## src/common/audioPkg.sv

```systemverilog
package audioPkg;

	// audio stream and band split
	localparam int numBands = 7;
	localparam int sampleWidth = 16;
	localparam int stateWidth = 18;

	// envelope follower
	localparam int envWidth = 16;
	localparam int envShift = 3;

	// lowest bar threshold is 2**levelBase, one octave per step
	localparam int levelBase = 8;

	// mix of all bands back into one stream
	localparam int mixShift = 3;
	localparam int mixSumWidth = stateWidth + $clog2(numBands);

	// bar level 0..7
	typedef logic [2:0] bandLevelT;

	// one enable bit per band
	typedef logic [numBands-1:0] bandMaskT;

	// bar levels of all bands
	typedef bandLevelT [numBands-1:0] bandVecT;

	// filter state and band value
	typedef logic signed [stateWidth-1:0] stateT;

	// band values of all bands
	typedef stateT [numBands-1:0] bandArrT;

endpackage

```

## src/common/screenPkg.sv

```systemverilog
package screenPkg;

	// raster coordinate widths for 640x480
	localparam int xWidth = 10;
	localparam int yWidth = 9;

	// block grid, one column per band
	localparam int gridX0 = 10;
	localparam int gridY0 = 10;
	localparam int gridRows = 7;
	localparam int colPitch = 90;
	localparam int colWidth = 80;
	localparam int rowPitch = 68;
	localparam int rowHeight = 60;

	// sprite box and its motion
	localparam int spriteSize = 32;
	localparam int sprOffWidth = $clog2(spriteSize);
	localparam int checkerBit = 2;
	localparam int bobStep = 4;

	typedef logic [2:0] gridIdxT;

	typedef struct packed {
		logic [xWidth-1:0] x;
		logic [yWidth-1:0] y;
	} pixelT;

	// col of 7 marks a pixel outside every column
	typedef struct packed {
		gridIdxT col;
		gridIdxT row;
		logic inBlock;
		logic inSprite;
		logic [sprOffWidth-1:0] sprDx;
		logic [sprOffWidth-1:0] sprDy;
	} tileT;

	typedef struct packed {
		logic blockLit;
		logic spriteHit;
		gridIdxT col;
	} layerT;

	typedef struct packed {
		logic [7:0] r;
		logic [7:0] g;
		logic [7:0] b;
	} rgbT;

	// low bands warm, high bands cool
	localparam rgbT palette [0:audioPkg::numBands-1] = '{
		24'hFF2020, 24'hFF8C00, 24'hFFE000, 24'h30D040,
		24'h00C8E0, 24'h3060FF, 24'hB040FF
	};
	localparam rgbT spriteColor = 24'hFFFFF0;
	localparam rgbT bgColor = 24'h101018;

	// Wishbone classic
	localparam int wbAdrWidth = 2;
	localparam int wbDataWidth = 32;

	typedef struct packed {
		logic cyc;
		logic stb;
		logic we;
		logic [wbAdrWidth-1:0] adr;
		logic [wbDataWidth-1:0] dat;
	} wbReqT;

	typedef struct packed {
		logic ack;
		logic [wbDataWidth-1:0] dat;
	} wbRspT;

	// register map
	localparam logic [wbAdrWidth-1:0] regBandEn = 2'd0;
	localparam logic [wbAdrWidth-1:0] regSprCtrl = 2'd1;
	localparam logic [wbAdrWidth-1:0] regSprX = 2'd2;
	localparam logic [wbAdrWidth-1:0] regSprY = 2'd3;

endpackage

```

## src/audio/bandFilterBank.sv

```systemverilog
`timescale 1ns/100ps

module bandFilterBank
	import audioPkg::*;
(
	input logic clk,
	input logic rst,
	input logic sampleValid,
	input logic signed [sampleWidth-1:0] sample,
	input bandMaskT bandEn,
	output logic bandValid,
	output bandArrT band,
	output logic audValid,
	output logic signed [sampleWidth-1:0] audOut
);

	stateT lp [numBands];
	stateT lpNext [numBands];
	bandArrT bandNext;
	logic signed [mixSumWidth-1:0] mixSum;
	logic signed [mixSumWidth-1:0] mixShifted;
	logic signed [sampleWidth-1:0] mixSat;

	// each section sees the freshly updated output of the one before it
	always_comb begin
		stateT prev;
		stateT diff;
		prev = {{(stateWidth - sampleWidth){sample[sampleWidth-1]}}, sample};
		for (int i = 0; i < numBands; i++) begin
			diff = prev - lp[i];
			lpNext[i] = lp[i] + (diff >>> (i + 1));
			bandNext[i] = bandEn[i] ? prev - lpNext[i] : '0;
			prev = lpNext[i];
		end
	end

	always_ff @(posedge clk) begin
		if (rst) begin
			bandValid <= 1'b0;
			for (int i = 0; i < numBands; i++) begin
				lp[i] <= '0;
			end
		end else begin
			bandValid <= sampleValid;
			if (sampleValid) begin
				for (int i = 0; i < numBands; i++) begin
					lp[i] <= lpNext[i];
				end
			end
		end
	end

	always_ff @(posedge clk) begin
		if (sampleValid) begin
			band <= bandNext;
		end
	end

	// sum of the gated bands, scaled down
	always_comb begin
		mixSum = '0;
		for (int i = 0; i < numBands; i++) begin
			mixSum = mixSum + {{(mixSumWidth - stateWidth){band[i][stateWidth-1]}}, band[i]};
		end
		mixShifted = mixSum >>> mixShift;
	end

	// clip to 16 bits when the upper bits are not a pure sign extension
	always_comb begin
		if (mixShifted[mixSumWidth-1:sampleWidth-1] == '0 ||
				mixShifted[mixSumWidth-1:sampleWidth-1] == '1) begin
			mixSat = mixShifted[sampleWidth-1:0];
		end else begin
			mixSat = {mixShifted[mixSumWidth-1], {(sampleWidth - 1){~mixShifted[mixSumWidth-1]}}};
		end
	end

	always_ff @(posedge clk) begin
		if (rst) begin
			audValid <= 1'b0;
		end else begin
			audValid <= bandValid;
		end
	end

	always_ff @(posedge clk) begin
		if (bandValid) begin
			audOut <= mixSat;
		end
	end

endmodule

```

## src/audio/bandMeter.sv

```systemverilog
`timescale 1ns/100ps

module bandMeter
	import audioPkg::*;
(
	input logic clk,
	input logic rst,
	input logic bandValid,
	input bandArrT band,
	output bandVecT levels
);

	logic [envWidth-1:0] env [numBands];
	logic [envWidth-1:0] envNext [numBands];
	bandVecT levelNext;

	always_comb begin
		logic [stateWidth-1:0] mag;
		logic [envWidth-1:0] clipped;
		logic signed [envWidth:0] step;
		logic signed [envWidth:0] stepSh;
		logic signed [envWidth:0] envSum;
		for (int i = 0; i < numBands; i++) begin
			// magnitude as unsigned so the most negative band still fits
			mag = band[i][stateWidth-1] ? -band[i] : band[i];
			clipped = (|mag[stateWidth-1:envWidth]) ? '1 : mag[envWidth-1:0];
			step = $signed({1'b0, clipped}) - $signed({1'b0, env[i]});
			stepSh = step >>> envShift;
			envSum = $signed({1'b0, env[i]}) + stepSh;
			envNext[i] = envSum[envWidth-1:0];

			// count the octave thresholds reached
			levelNext[i] = '0;
			for (int r = 0; r < numBands; r++) begin
				if (env[i] >= (envWidth'(1) << (levelBase + r))) begin
					levelNext[i] = levelNext[i] + 3'd1;
				end
			end
		end
	end

	always_ff @(posedge clk) begin
		if (rst) begin
			levels <= '0;
			for (int i = 0; i < numBands; i++) begin
				env[i] <= '0;
			end
		end else begin
			levels <= levelNext;
			if (bandValid) begin
				for (int i = 0; i < numBands; i++) begin
					env[i] <= envNext[i];
				end
			end
		end
	end

endmodule

```

## src/ctrlRegs.sv

```systemverilog
`timescale 1ns/100ps

module ctrlRegs
	import audioPkg::*;
	import screenPkg::*;
(
	input logic clk,
	input logic rst,
	input wbReqT wbIn,
	output wbRspT wbOut,
	output bandMaskT bandEn,
	output logic sprEn,
	output logic [xWidth-1:0] sprX,
	output logic [yWidth-1:0] sprY
);

	logic ackQ;
	logic [wbDataWidth-1:0] datQ;
	logic access;

	// an ack in flight blocks the same access from being taken twice
	assign access = wbIn.cyc && wbIn.stb && !ackQ;

	always_ff @(posedge clk) begin
		if (rst) begin
			ackQ <= 1'b0;
			bandEn <= '1;
			sprEn <= 1'b0;
			sprX <= '0;
			sprY <= '0;
		end else begin
			ackQ <= access;
			if (access && wbIn.we) begin
				case (wbIn.adr)
					regBandEn: bandEn <= wbIn.dat[numBands-1:0];
					regSprCtrl: sprEn <= wbIn.dat[0];
					regSprX: sprX <= wbIn.dat[xWidth-1:0];
					regSprY: sprY <= wbIn.dat[yWidth-1:0];
					default: ;
				endcase
			end
		end
	end

	// read data, zero extended
	always_ff @(posedge clk) begin
		if (access) begin
			case (wbIn.adr)
				regBandEn: datQ <= wbDataWidth'(bandEn);
				regSprCtrl: datQ <= wbDataWidth'(sprEn);
				regSprX: datQ <= wbDataWidth'(sprX);
				default: datQ <= wbDataWidth'(sprY);
			endcase
		end
	end

	assign wbOut.ack = ackQ;
	assign wbOut.dat = datQ;

endmodule

```

## src/screen/tileLocate.sv

```systemverilog
`timescale 1ns/100ps

module tileLocate
	import audioPkg::*;
	import screenPkg::*;
(
	input logic clk,
	input logic rst,
	input logic pixValid,
	input pixelT pix,
	input bandVecT levels,
	input logic [xWidth-1:0] sprX,
	input logic [yWidth-1:0] sprY,
	output logic tileValid,
	output tileT tile
);

	tileT tileNext;
	logic [yWidth-1:0] sprOy;
	logic [xWidth-1:0] sprDxFull;
	logic [yWidth-1:0] sprDyFull;

	// sprite bobs upward with band 0, wrapping at the top
	assign sprOy = sprY - yWidth'(bobStep * levels[0]);
	assign sprDxFull = pix.x - sprX;
	assign sprDyFull = pix.y - sprOy;

	always_comb begin
		int colStart;
		int rowStart;
		logic inColX;
		logic inRowY;
		tileNext.col = 3'd7;
		tileNext.row = 3'd7;
		inColX = 1'b0;
		inRowY = 1'b0;
		for (int i = 0; i < numBands; i++) begin
			colStart = gridX0 + i * colPitch;
			if (int'(pix.x) >= colStart && int'(pix.x) < colStart + colPitch) begin
				tileNext.col = gridIdxT'(i);
				inColX = int'(pix.x) < colStart + colWidth;
			end
		end
		for (int j = 0; j < gridRows; j++) begin
			rowStart = gridY0 + j * rowPitch;
			if (int'(pix.y) >= rowStart && int'(pix.y) < rowStart + rowPitch) begin
				tileNext.row = gridIdxT'(j);
				inRowY = int'(pix.y) < rowStart + rowHeight;
			end
		end
		tileNext.inBlock = inColX && inRowY;
		tileNext.inSprite = sprDxFull < spriteSize && sprDyFull < spriteSize;
		tileNext.sprDx = sprDxFull[sprOffWidth-1:0];
		tileNext.sprDy = sprDyFull[sprOffWidth-1:0];
	end

	always_ff @(posedge clk) begin
		if (rst) begin
			tileValid <= 1'b0;
		end else begin
			tileValid <= pixValid;
		end
	end

	always_ff @(posedge clk) begin
		tile <= tileNext;
	end

endmodule

```

## src/screen/layerEval.sv

```systemverilog
`timescale 1ns/100ps

module layerEval
	import audioPkg::*;
	import screenPkg::*;
(
	input logic clk,
	input logic rst,
	input logic tileValid,
	input tileT tile,
	input bandVecT levels,
	input logic sprEn,
	output logic layerValid,
	output layerT layer
);

	layerT layerNext;
	logic checkerOn;

	// alternate 4x4 cells of the sprite are see-through
	assign checkerOn = !(tile.sprDx[checkerBit] ^ tile.sprDy[checkerBit]);

	always_comb begin
		layerNext.col = tile.col;
		layerNext.blockLit = 1'b0;
		// bar grows from the bottom row up
		if (tile.inBlock && tile.col < numBands) begin
			layerNext.blockLit = (4'(levels[tile.col]) + 4'(tile.row)) > 4'(gridRows - 1);
		end
		layerNext.spriteHit = sprEn && tile.inSprite && checkerOn;
	end

	always_ff @(posedge clk) begin
		if (rst) begin
			layerValid <= 1'b0;
		end else begin
			layerValid <= tileValid;
		end
	end

	always_ff @(posedge clk) begin
		layer <= layerNext;
	end

endmodule

```

## src/screen/compositor.sv

```systemverilog
`timescale 1ns/100ps

module compositor
	import screenPkg::*;
(
	input logic clk,
	input logic rst,
	input logic layerValid,
	input layerT layer,
	output logic rgbValid,
	output rgbT rgb
);

	rgbT rgbNext;

	// sprite on top, then the lit block, then background
	always_comb begin
		if (layer.spriteHit) begin
			rgbNext = spriteColor;
		end else if (layer.blockLit) begin
			rgbNext = palette[layer.col];
		end else begin
			rgbNext = bgColor;
		end
	end

	always_ff @(posedge clk) begin
		if (rst) begin
			rgbValid <= 1'b0;
		end else begin
			rgbValid <= layerValid;
		end
	end

	always_ff @(posedge clk) begin
		rgb <= rgbNext;
	end

endmodule

```

## src/visualizerTop.sv

```systemverilog
`timescale 1ns/100ps

module visualizerTop
	import audioPkg::*;
	import screenPkg::*;
(
	input logic clk,
	input logic rst,
	input logic sampleValid,
	input logic signed [sampleWidth-1:0] sample,
	input wbReqT wbIn,
	output wbRspT wbOut,
	input logic pixValid,
	input pixelT pix,
	output logic rgbValid,
	output rgbT rgb,
	output logic audValid,
	output logic signed [sampleWidth-1:0] audOut
);

	bandMaskT bandEn;
	logic sprEn;
	logic [xWidth-1:0] sprX;
	logic [yWidth-1:0] sprY;
	logic bandValid;
	bandArrT band;
	bandVecT levels;
	logic tileValid;
	tileT tile;
	logic layerValid;
	layerT layer;

	ctrlRegs ctrlRegs_inst (
		.clk(clk), .rst(rst), .wbIn(wbIn), .wbOut(wbOut),
		.bandEn(bandEn), .sprEn(sprEn), .sprX(sprX), .sprY(sprY)
	);

	// audio side
	bandFilterBank bandFilterBank_inst (
		.clk(clk), .rst(rst), .sampleValid(sampleValid), .sample(sample),
		.bandEn(bandEn), .bandValid(bandValid), .band(band),
		.audValid(audValid), .audOut(audOut)
	);

	bandMeter bandMeter_inst (
		.clk(clk), .rst(rst), .bandValid(bandValid), .band(band), .levels(levels)
	);

	// pixel pipeline, three stages
	tileLocate tileLocate_inst (
		.clk(clk), .rst(rst), .pixValid(pixValid), .pix(pix), .levels(levels),
		.sprX(sprX), .sprY(sprY), .tileValid(tileValid), .tile(tile)
	);

	layerEval layerEval_inst (
		.clk(clk), .rst(rst), .tileValid(tileValid), .tile(tile), .levels(levels),
		.sprEn(sprEn), .layerValid(layerValid), .layer(layer)
	);

	compositor compositor_inst (
		.clk(clk), .rst(rst), .layerValid(layerValid), .layer(layer),
		.rgbValid(rgbValid), .rgb(rgb)
	);

endmodule

```

## config.mk

```make
export PLATFORM = sky130hd
export DESIGN_NAME = visualizerTop
export DESIGN_NICKNAME = d
export VERILOG_FILES = /design/src/common/audioPkg.sv /design/src/common/screenPkg.sv /design/src/audio/bandFilterBank.sv /design/src/audio/bandMeter.sv /design/src/ctrlRegs.sv /design/src/screen/tileLocate.sv /design/src/screen/layerEval.sv /design/src/screen/compositor.sv /design/src/visualizerTop.sv
export SDC_FILE = /design/constraint.sdc
export NUM_CORES = 2
export LEC_CHECK = 0
export ABC_CLOCK_PERIOD_IN_PS = 59600
export BUFFER_PORTS_ARGS = -buffer_cell sky130_fd_sc_hd__buf_2
export CORE_MARGIN = 5
export CORE_UTILIZATION = 60
export CTS_CLUSTER_DIAMETER = 50
export CTS_CLUSTER_SIZE = 10
export DETAILED_ROUTE_END_ITERATION = 12
export GPL_TIMING_DRIVEN = 0
export PLACE_DENSITY = 0.85
export SETUP_SLACK_MARGIN = 0.4
export SYNTH_ARGS = -nofsm -noshare
export SYNTH_HDL_FRONTEND = slang
export SYNTH_SLANG_ARGS = --single-unit
```

## constraint.sdc

```tcl
create_clock -name clk -period 59.6 [get_ports clk]
set_input_delay 14.9 -clock clk [delete_from_list [all_inputs] [get_ports clk]]
set_output_delay 14.9 -clock clk [all_outputs]
set_load 0.01 [all_outputs]
```

Word level (Yosys, flattened, before mapping)
Memory sizes are Yosys's and may differ from the RTL's.
Index checks and enable logic that the tools add are counted.
{"block": "classes", "add_sub_neg": 94, "n_lt_le_gt_ge": 97, "eq_ne": 4, "muxes": 118, "bitwise_logic": 18, "reduce_logical": 41}
{"operator": "18-bit 2-to-1 mux", "count": 14}
{"operator": "16-bit 2-to-1 mux", "count": 15}
{"operator": "18-bit subtractor", "count": 13}
{"operator": "3-bit 2-to-1 mux", "count": 51}
{"operator": "18-bit negation", "count": 7}
{"operator": "16-bit by 16-bit subtractor with 17-bit output", "count": 7}
{"operator": "16-bit by 14-bit adder with 16-bit output", "count": 7}
{"operator": "16-bit by 10-bit >= comparator with 1-bit output, second input constant", "count": 7}
{"operator": "16-bit by 11-bit >= comparator with 1-bit output, second input constant", "count": 7}
{"operator": "16-bit by 12-bit >= comparator with 1-bit output, second input constant", "count": 7}
{"operator": "16-bit by 13-bit >= comparator with 1-bit output, second input constant", "count": 7}
{"operator": "16-bit by 14-bit >= comparator with 1-bit output, second input constant", "count": 7}
{"operator": "16-bit by 15-bit >= comparator with 1-bit output, second input constant", "count": 7}
{"operator": "16-bit by 9-bit >= comparator with 1-bit output, second input constant", "count": 7}
{"operator": "3-bit by 1-bit adder with 3-bit output, second input constant", "count": 36}
{"operator": "21-bit adder", "count": 5}
{"operator": "9-bit less-than comparator, second input constant", "count": 8}
{"operator": "24-bit 2-to-1 mux", "count": 3}
{"operator": "10-bit by 9-bit less-than comparator with 1-bit output, second input constant", "count": 6}
{"operator": "10-bit less-than comparator, second input constant", "count": 4}
{"operator": "9-bit by 8-bit less-than comparator with 1-bit output, second input constant", "count": 4}
{"operator": "10-bit by 9-bit >= comparator with 1-bit output, second input constant", "count": 3}
{"operator": "10-bit one-hot mux with 3 select lines", "count": 1}
{"operator": "1-bit 2-to-1 mux", "count": 29}
{"operator": "other kinds (48)", "count": 110}
{"block": "totals", "ff_bits": 271, "ramBits": 238, "mem_bits_ro": 192, "inputBits": 76, "out_inout_bits": 75, "memories": 3}
{"memory": "(name not given)", "depth": 8, "width": 24, "rd": 1, "rd_ports_with_merged_regs": 0, "write_ports": 0, "line": "compositor.sv:21", "rtl": "rgbNext = palette[layer.col];"}
{"memory": "bandFilterBank_inst.lp", "depth": 7, "width": 18, "rd": 7, "rd_ports_with_merged_regs": 0, "write_ports": 7, "line": "bandFilterBank.sv:17", "rtl": "stateT lp [numBands];"}
{"memory": "bandMeter_inst.env", "depth": 7, "width": 16, "rd": 7, "rd_ports_with_merged_regs": 0, "write_ports": 7, "line": "bandMeter.sv:13", "rtl": "logic [envWidth-1:0] env [numBands];"}

Logic depth before layout (Yosys ltp)
An unclocked memory read counts as a cell.
{"block": "depth", "depth_word": 16, "ltp_mapped": 114, "ltp_nobuf": 114}

Modules after synthesis
Synthesis repeated with hierarchy kept, for this count alone.
{"block": "hier_totals", "cells_unflattened": 5722, "area_unflattened_um2": 50363.3}
{"mod": "bandFilterBank", "n_inst": 1, "cells_each": 2869, "area_each_um2": 27005.9, "seq_area_each_um2": 8087.8}
{"mod": "bandMeter", "n_inst": 1, "cells_each": 2302, "area_each_um2": 18308.8, "seq_area_each_um2": 3783.6}
{"mod": "tileLocate", "n_inst": 1, "cells_each": 267, "area_each_um2": 2084.5, "seq_area_each_um2": 380.4}
{"mod": "ctrlRegs", "n_inst": 1, "cells_each": 174, "area_each_um2": 1880.6, "seq_area_each_um2": 860.8}
{"mod": "compositor", "n_inst": 1, "cells_each": 64, "area_each_um2": 644.4, "seq_area_each_um2": 360.3}
{"mod": "layerEval", "n_inst": 1, "cells_each": 46, "area_each_um2": 439.2, "seq_area_each_um2": 120.1}

Worst setup path before layout
Ideal clock, no wire load.
{"block": "synth_path", "path_type": "input to register", "startpoint": "in sample[1]", "endpoint": "reg bandFilterBank_inst.band[125] in the netlist's numbering, data pin", "arrival_time_ps": 34440, "required_ps": 59453, "slack_ps": 25013, "stages": 101, "path_buffers": 0, "cell_sequence": "inv_1 > fa_1 > nor2b_1 > o21ai_0 > a21boi_0 > o21ai_0 > a21boi_0 > o21ai_0 > a21boi_0 > nor2_1 > ha_1 > a21o_1 > a21oi_1 > nand2_1 > xnor2_1 > inv_1 > ha_1 > and3_1 > [65 not listed] > o41ai_1 > xor2_1 > xnor2_1 > ha_1 > and4_1 > o21ai_0 > nand2_1 > or2_2 > ha_1 > a21oi_1 > a31oi_1 > maj3_1 > a21o_1 > maj3_1 > o31ai_1 > o211ai_1 > a21o_1 > a21oi_1"}
{"element": "start, declared", "line": "visualizerTop.sv:10", "rtl": "input logic signed [sampleWidth-1:0] sample,"}
{"element": "end signal, assigned", "line": "bandFilterBank.sv:55", "rtl": "band <= bandNext;"}
{"element": "end, declared", "line": "bandFilterBank.sv:12", "rtl": "output bandArrT band,"}

==> parameters.txt <==
Parameter                              Value

Run status
  Result of the run    complete, no violations

Placed design
  Placed wire-length estimate    99900 µm
  Weighted congestion at the end of routability-driven global placement    0.953
  Cell Area, Placed    51300 µm²
  Port Buffer Count    103

Timing
  Share of the cycle needed by the critical path after routing    64.3%
  Finish-stage setup viols    0
  Final critical path time including I/O delays and setup    38.32 ns
  Fin. Hold Viols    0
  Max Slew Vio Count    0
  Tightest slew margin relative to the limit    16.2%
  Setup TNS Final    0 ns
  RSZ-0062 raised after global routing    false
  Clock skew    0.0338 ns
  Actual transition at the worst max-transition pin    1.25 ns
  Timing-limited maximum frequency    0.0261 GHz

Logic synthesis
  Per-instance average area after synthesis    8.62 µm²
  Post-Syn Area    49300 µm²
  Number of standard cells after synthesis    5712
  Top FF cell, synth    sky130_fd_sc_hd__edfxtp_1
  Flip-flop and latch count after synthesis    476
  Post-synth EDFFs    390
  Share of the yosys chip area belonging to registers    27.3%
  Yosys synthesis warning count    0
  Number of library cell types mapped by synthesis    97
  Async set or reset register ratio after synthesis    0%

Critical path
  Peak fanout along the critical path    9
  Cells on worst reg2reg path    100
  Arrival time at the worst endpoint    38.79 ns
  Cell type with the highest occurrence count on the critical path    sky130_fd_sc_hd__ha_1
  Delay-heaviest family, CP    compound AO/OA/AOI/OAI gates
  Highest cell delay on the worst timing path    0.87 ns
  Internal reg-to-reg setup slack    35.21 ns
  Crit path buffers/inverters    8
  Beginning of the worst register-to-register path    bandFilterBank_inst.lp[0][0]$_SDFFCE_PN0P_
  Worst Path Required    60.07 ns
  Type of origin of the critical path    input port
  Master of the slowest instance on the critical path    sky130_fd_sc_hd__a2111oi_0
  Reg2Reg Capture Point    bandFilterBank_inst.band[125]$_SDFFCE_PN0P_
  Critical path class    in -> reg
  CP endpoint kind    flip-flop

Routing
  Post-route ant nets    0
  Vias    41800
  DR WL/cell    17.9 µm
  Via density per instance    5.92
  Wire length after detailed routing    127000 µm
  First-pass iteration count of the detailed router    7
  Initial drt markers    3771
  Drc violations    0

Global route
  First-pass GRT wire length    202000 µm
  Total gr overflow    0
  Overall Global Routing Usage    28.1%
  Maximum number of pins on one net before global-route repair    98
  Number of global-route vias before repair    40500
  Initial antenna violation count    2

Hold path
  HP Class    reg -> reg
  Worst Hold Path Cells    0
  Worst hold path endpoint    layerEval_inst.layer[1]$_DFF_P_
  Startpoint of the worst hold path    tileLocate_inst.tile[16]$_SDFF_PP1_

Finish
  Post-route cell area    53900 µm²
  Filler cells    6247
  Layout cell share with drive strength beyond 1    5.61%
  Synth-to-layout area growth    9.42%
  Nets    6770
  Core utilization of the finished layout    66.0%
  Antenna diodes    0

Die
  IO Pins    151
  Die area    87900 µm²
  Area of the placeable core    81700 µm²
  Initial core utilization    60.3%
  Die Y-Extent    297 µm
  Horizontal die dimension    297 µm
  Site row count    105

CTS
  Master cell of the clock root buffer    sky130_fd_sc_hd__clkbuf_16
  CTS max path bufs    3
  Hold-fix buffers at CTS    0
  CTS H-tree lvls    3
  Clk Latency, worst-skew pair    0.64 ns
  Clock slew at the register clock pins of the worst setup and hold paths    0.06 ns
  Count of instances resized after the clock tree is built    0
  TritonCTS clock tree    built
  TritonCTS sink count    476
  Number of buffers created by CTS    78
  Buffer count from post-CTS setup fixing    0

Flow run
  Max_cap viols    0
[per-layer routing]
metal / global-route usage (%) / vias up / routed length, µm
li1: - / 20400 / -
met1: 37.6 / 19600 / 54300
met4: 10.7 / 2 / 4590
met2: 46.6 / 1531 / 58000
met3: 3.86 / 276 / 9610
met5: 0 / - / 15
[cell usage after synthesis, drive strengths merged, types with 16 or more instances]
master  instances  area, µm²
nand3          88        440
and3b          33        289
edfxtp        390      11700
a21oi         367       1840
o21ai         319       1600
ha            671       8400
and2           62        390
clkbuf         90        338
a21o           99        743
inv           682       2560
nand4          21        131
xor2          216       1890
nand2         390       1460
or4            16        124
a31oi          37        231
buf            34        240
o31ai          43        328
o21a           77        578
mux2i          40        400
o21bai         68        510
and3           27        169
or2            31        194
nor3          127        636
o41ai          28        287
nor3b          26        195
a211oi         21        158
fa            103       2060
a21boi         42        315
nor2          623       2340
o211ai         45        338
dfxtp          86       1720
nor2b         122        763
nand3b         18        135
or3            39        244
xnor2         356       3160
nor4           20        131
nand2b         69        432
[cell type report]
| cell class | count | area [µm²] | area share, % |
|---|---|---|---|
| inverters | 685 | 2570 | 4.77 |
| clock inverters | 42 | 440 | 0.817 |
| repair buffers | 107 | 624 | 1.16 |
| well taps | 1070 | 1340 | 2.48 |
| multi-input cells | 4448 | 32800 | 60.8 |
| flip-flops and latches | 476 | 13400 | 24.9 |
| clock buffers | 103 | 2150 | 3.99 |
| plain buffers | 124 | 578 | 1.07 |
[cells in the final DEF (no fill, tap or decap), types with 86 or more instances in the layout]
master                     netlist  routed
sky130_fd_sc_hd__inv_1         682     682
sky130_fd_sc_hd__ha_1          671     671
sky130_fd_sc_hd__nor2_1        622     622
sky130_fd_sc_hd__nand2_1       390     390
sky130_fd_sc_hd__edfxtp_1      390     390
sky130_fd_sc_hd__a21oi_1       366     366
sky130_fd_sc_hd__xnor2_1       353     353
sky130_fd_sc_hd__o21ai_0       294     294
sky130_fd_sc_hd__xor2_1        216     216
sky130_fd_sc_hd__nor3_1        127     127
sky130_fd_sc_hd__nor2b_1       122     122
sky130_fd_sc_hd__clkbuf_1       90     109
sky130_fd_sc_hd__fa_1          103     103
sky130_fd_sc_hd__buf_2           0     102
sky130_fd_sc_hd__a21o_1         99      99
sky130_fd_sc_hd__nand3_1        88      88
sky130_fd_sc_hd__dfxtp_1        86      86
[state kept, by name (all words and copies together) (netlist names), 5 cells and up]
register	count
bandFilterBank_inst.audOut	16
bandFilterBank_inst.band	126
bandFilterBank_inst.lp	126
bandMeter_inst.env	112
bandMeter_inst.levels	21
compositor_inst.rgb	17
ctrlRegs_inst.bandEn	7
ctrlRegs_inst.datQ	10
ctrlRegs_inst.sprX	10
ctrlRegs_inst.sprY	9
layerEval_inst.layer	5
tileLocate_inst.tile	10
[stage by stage]
stage / setup WS (ns) / hold WS [ns] / cells
CTS: 21.52 / 0.361 / 7055
detailed placement: 21.13 / 0.345 / 6910
floorplan: 25.01 / 0.329 / 5733
global route: 19.48 / 0.368 / 7055
global placement: 21.53 / 0.336 / 6906
finish: 21.28 / 0.362 / 7055
[cell families (layout without fill, tap and decap cells)]
group	Yosys count	count (layout)	share of synthesized area, %
flip-flops	476	476	27.3
AO/OA/AOI/OAI	1268	1268	16.3
AND/OR/NAND/NOR	1752	1752	17.2
adder cells (fa/ha/maj)	776	776	21.3
other	1	22	0.00761
multiplexers	57	57	1.29
XOR/XNOR	573	573	10.3
buffers and inverters	809	1061	6.39
[worst max-delay path by stage]
stage                          from                                           to  slack (ns)  depth (start not counted)
after floorplan           sample[1]  bandFilterBank_inst.band[125]$_SDFFCE_PN0P_       25.01                        101
after global placement    sample[1]  bandFilterBank_inst.band[125]$_SDFFCE_PN0P_       21.53                        102
after detailed placement  sample[1]  bandFilterBank_inst.band[125]$_SDFFCE_PN0P_       21.13                        102
after CTS                 sample[1]  bandFilterBank_inst.band[125]$_SDFFCE_PN0P_       21.52                        102
after global routing      sample[1]  bandFilterBank_inst.band[125]$_SDFFCE_PN0P_       19.48                        106
final                     sample[1]  bandFilterBank_inst.band[125]$_SDFFCE_PN0P_       21.28                        101
Power is left out: the tool's default activity adds up to more than one toggle a clock period on the data nets, which glitch-free logic cannot reach.
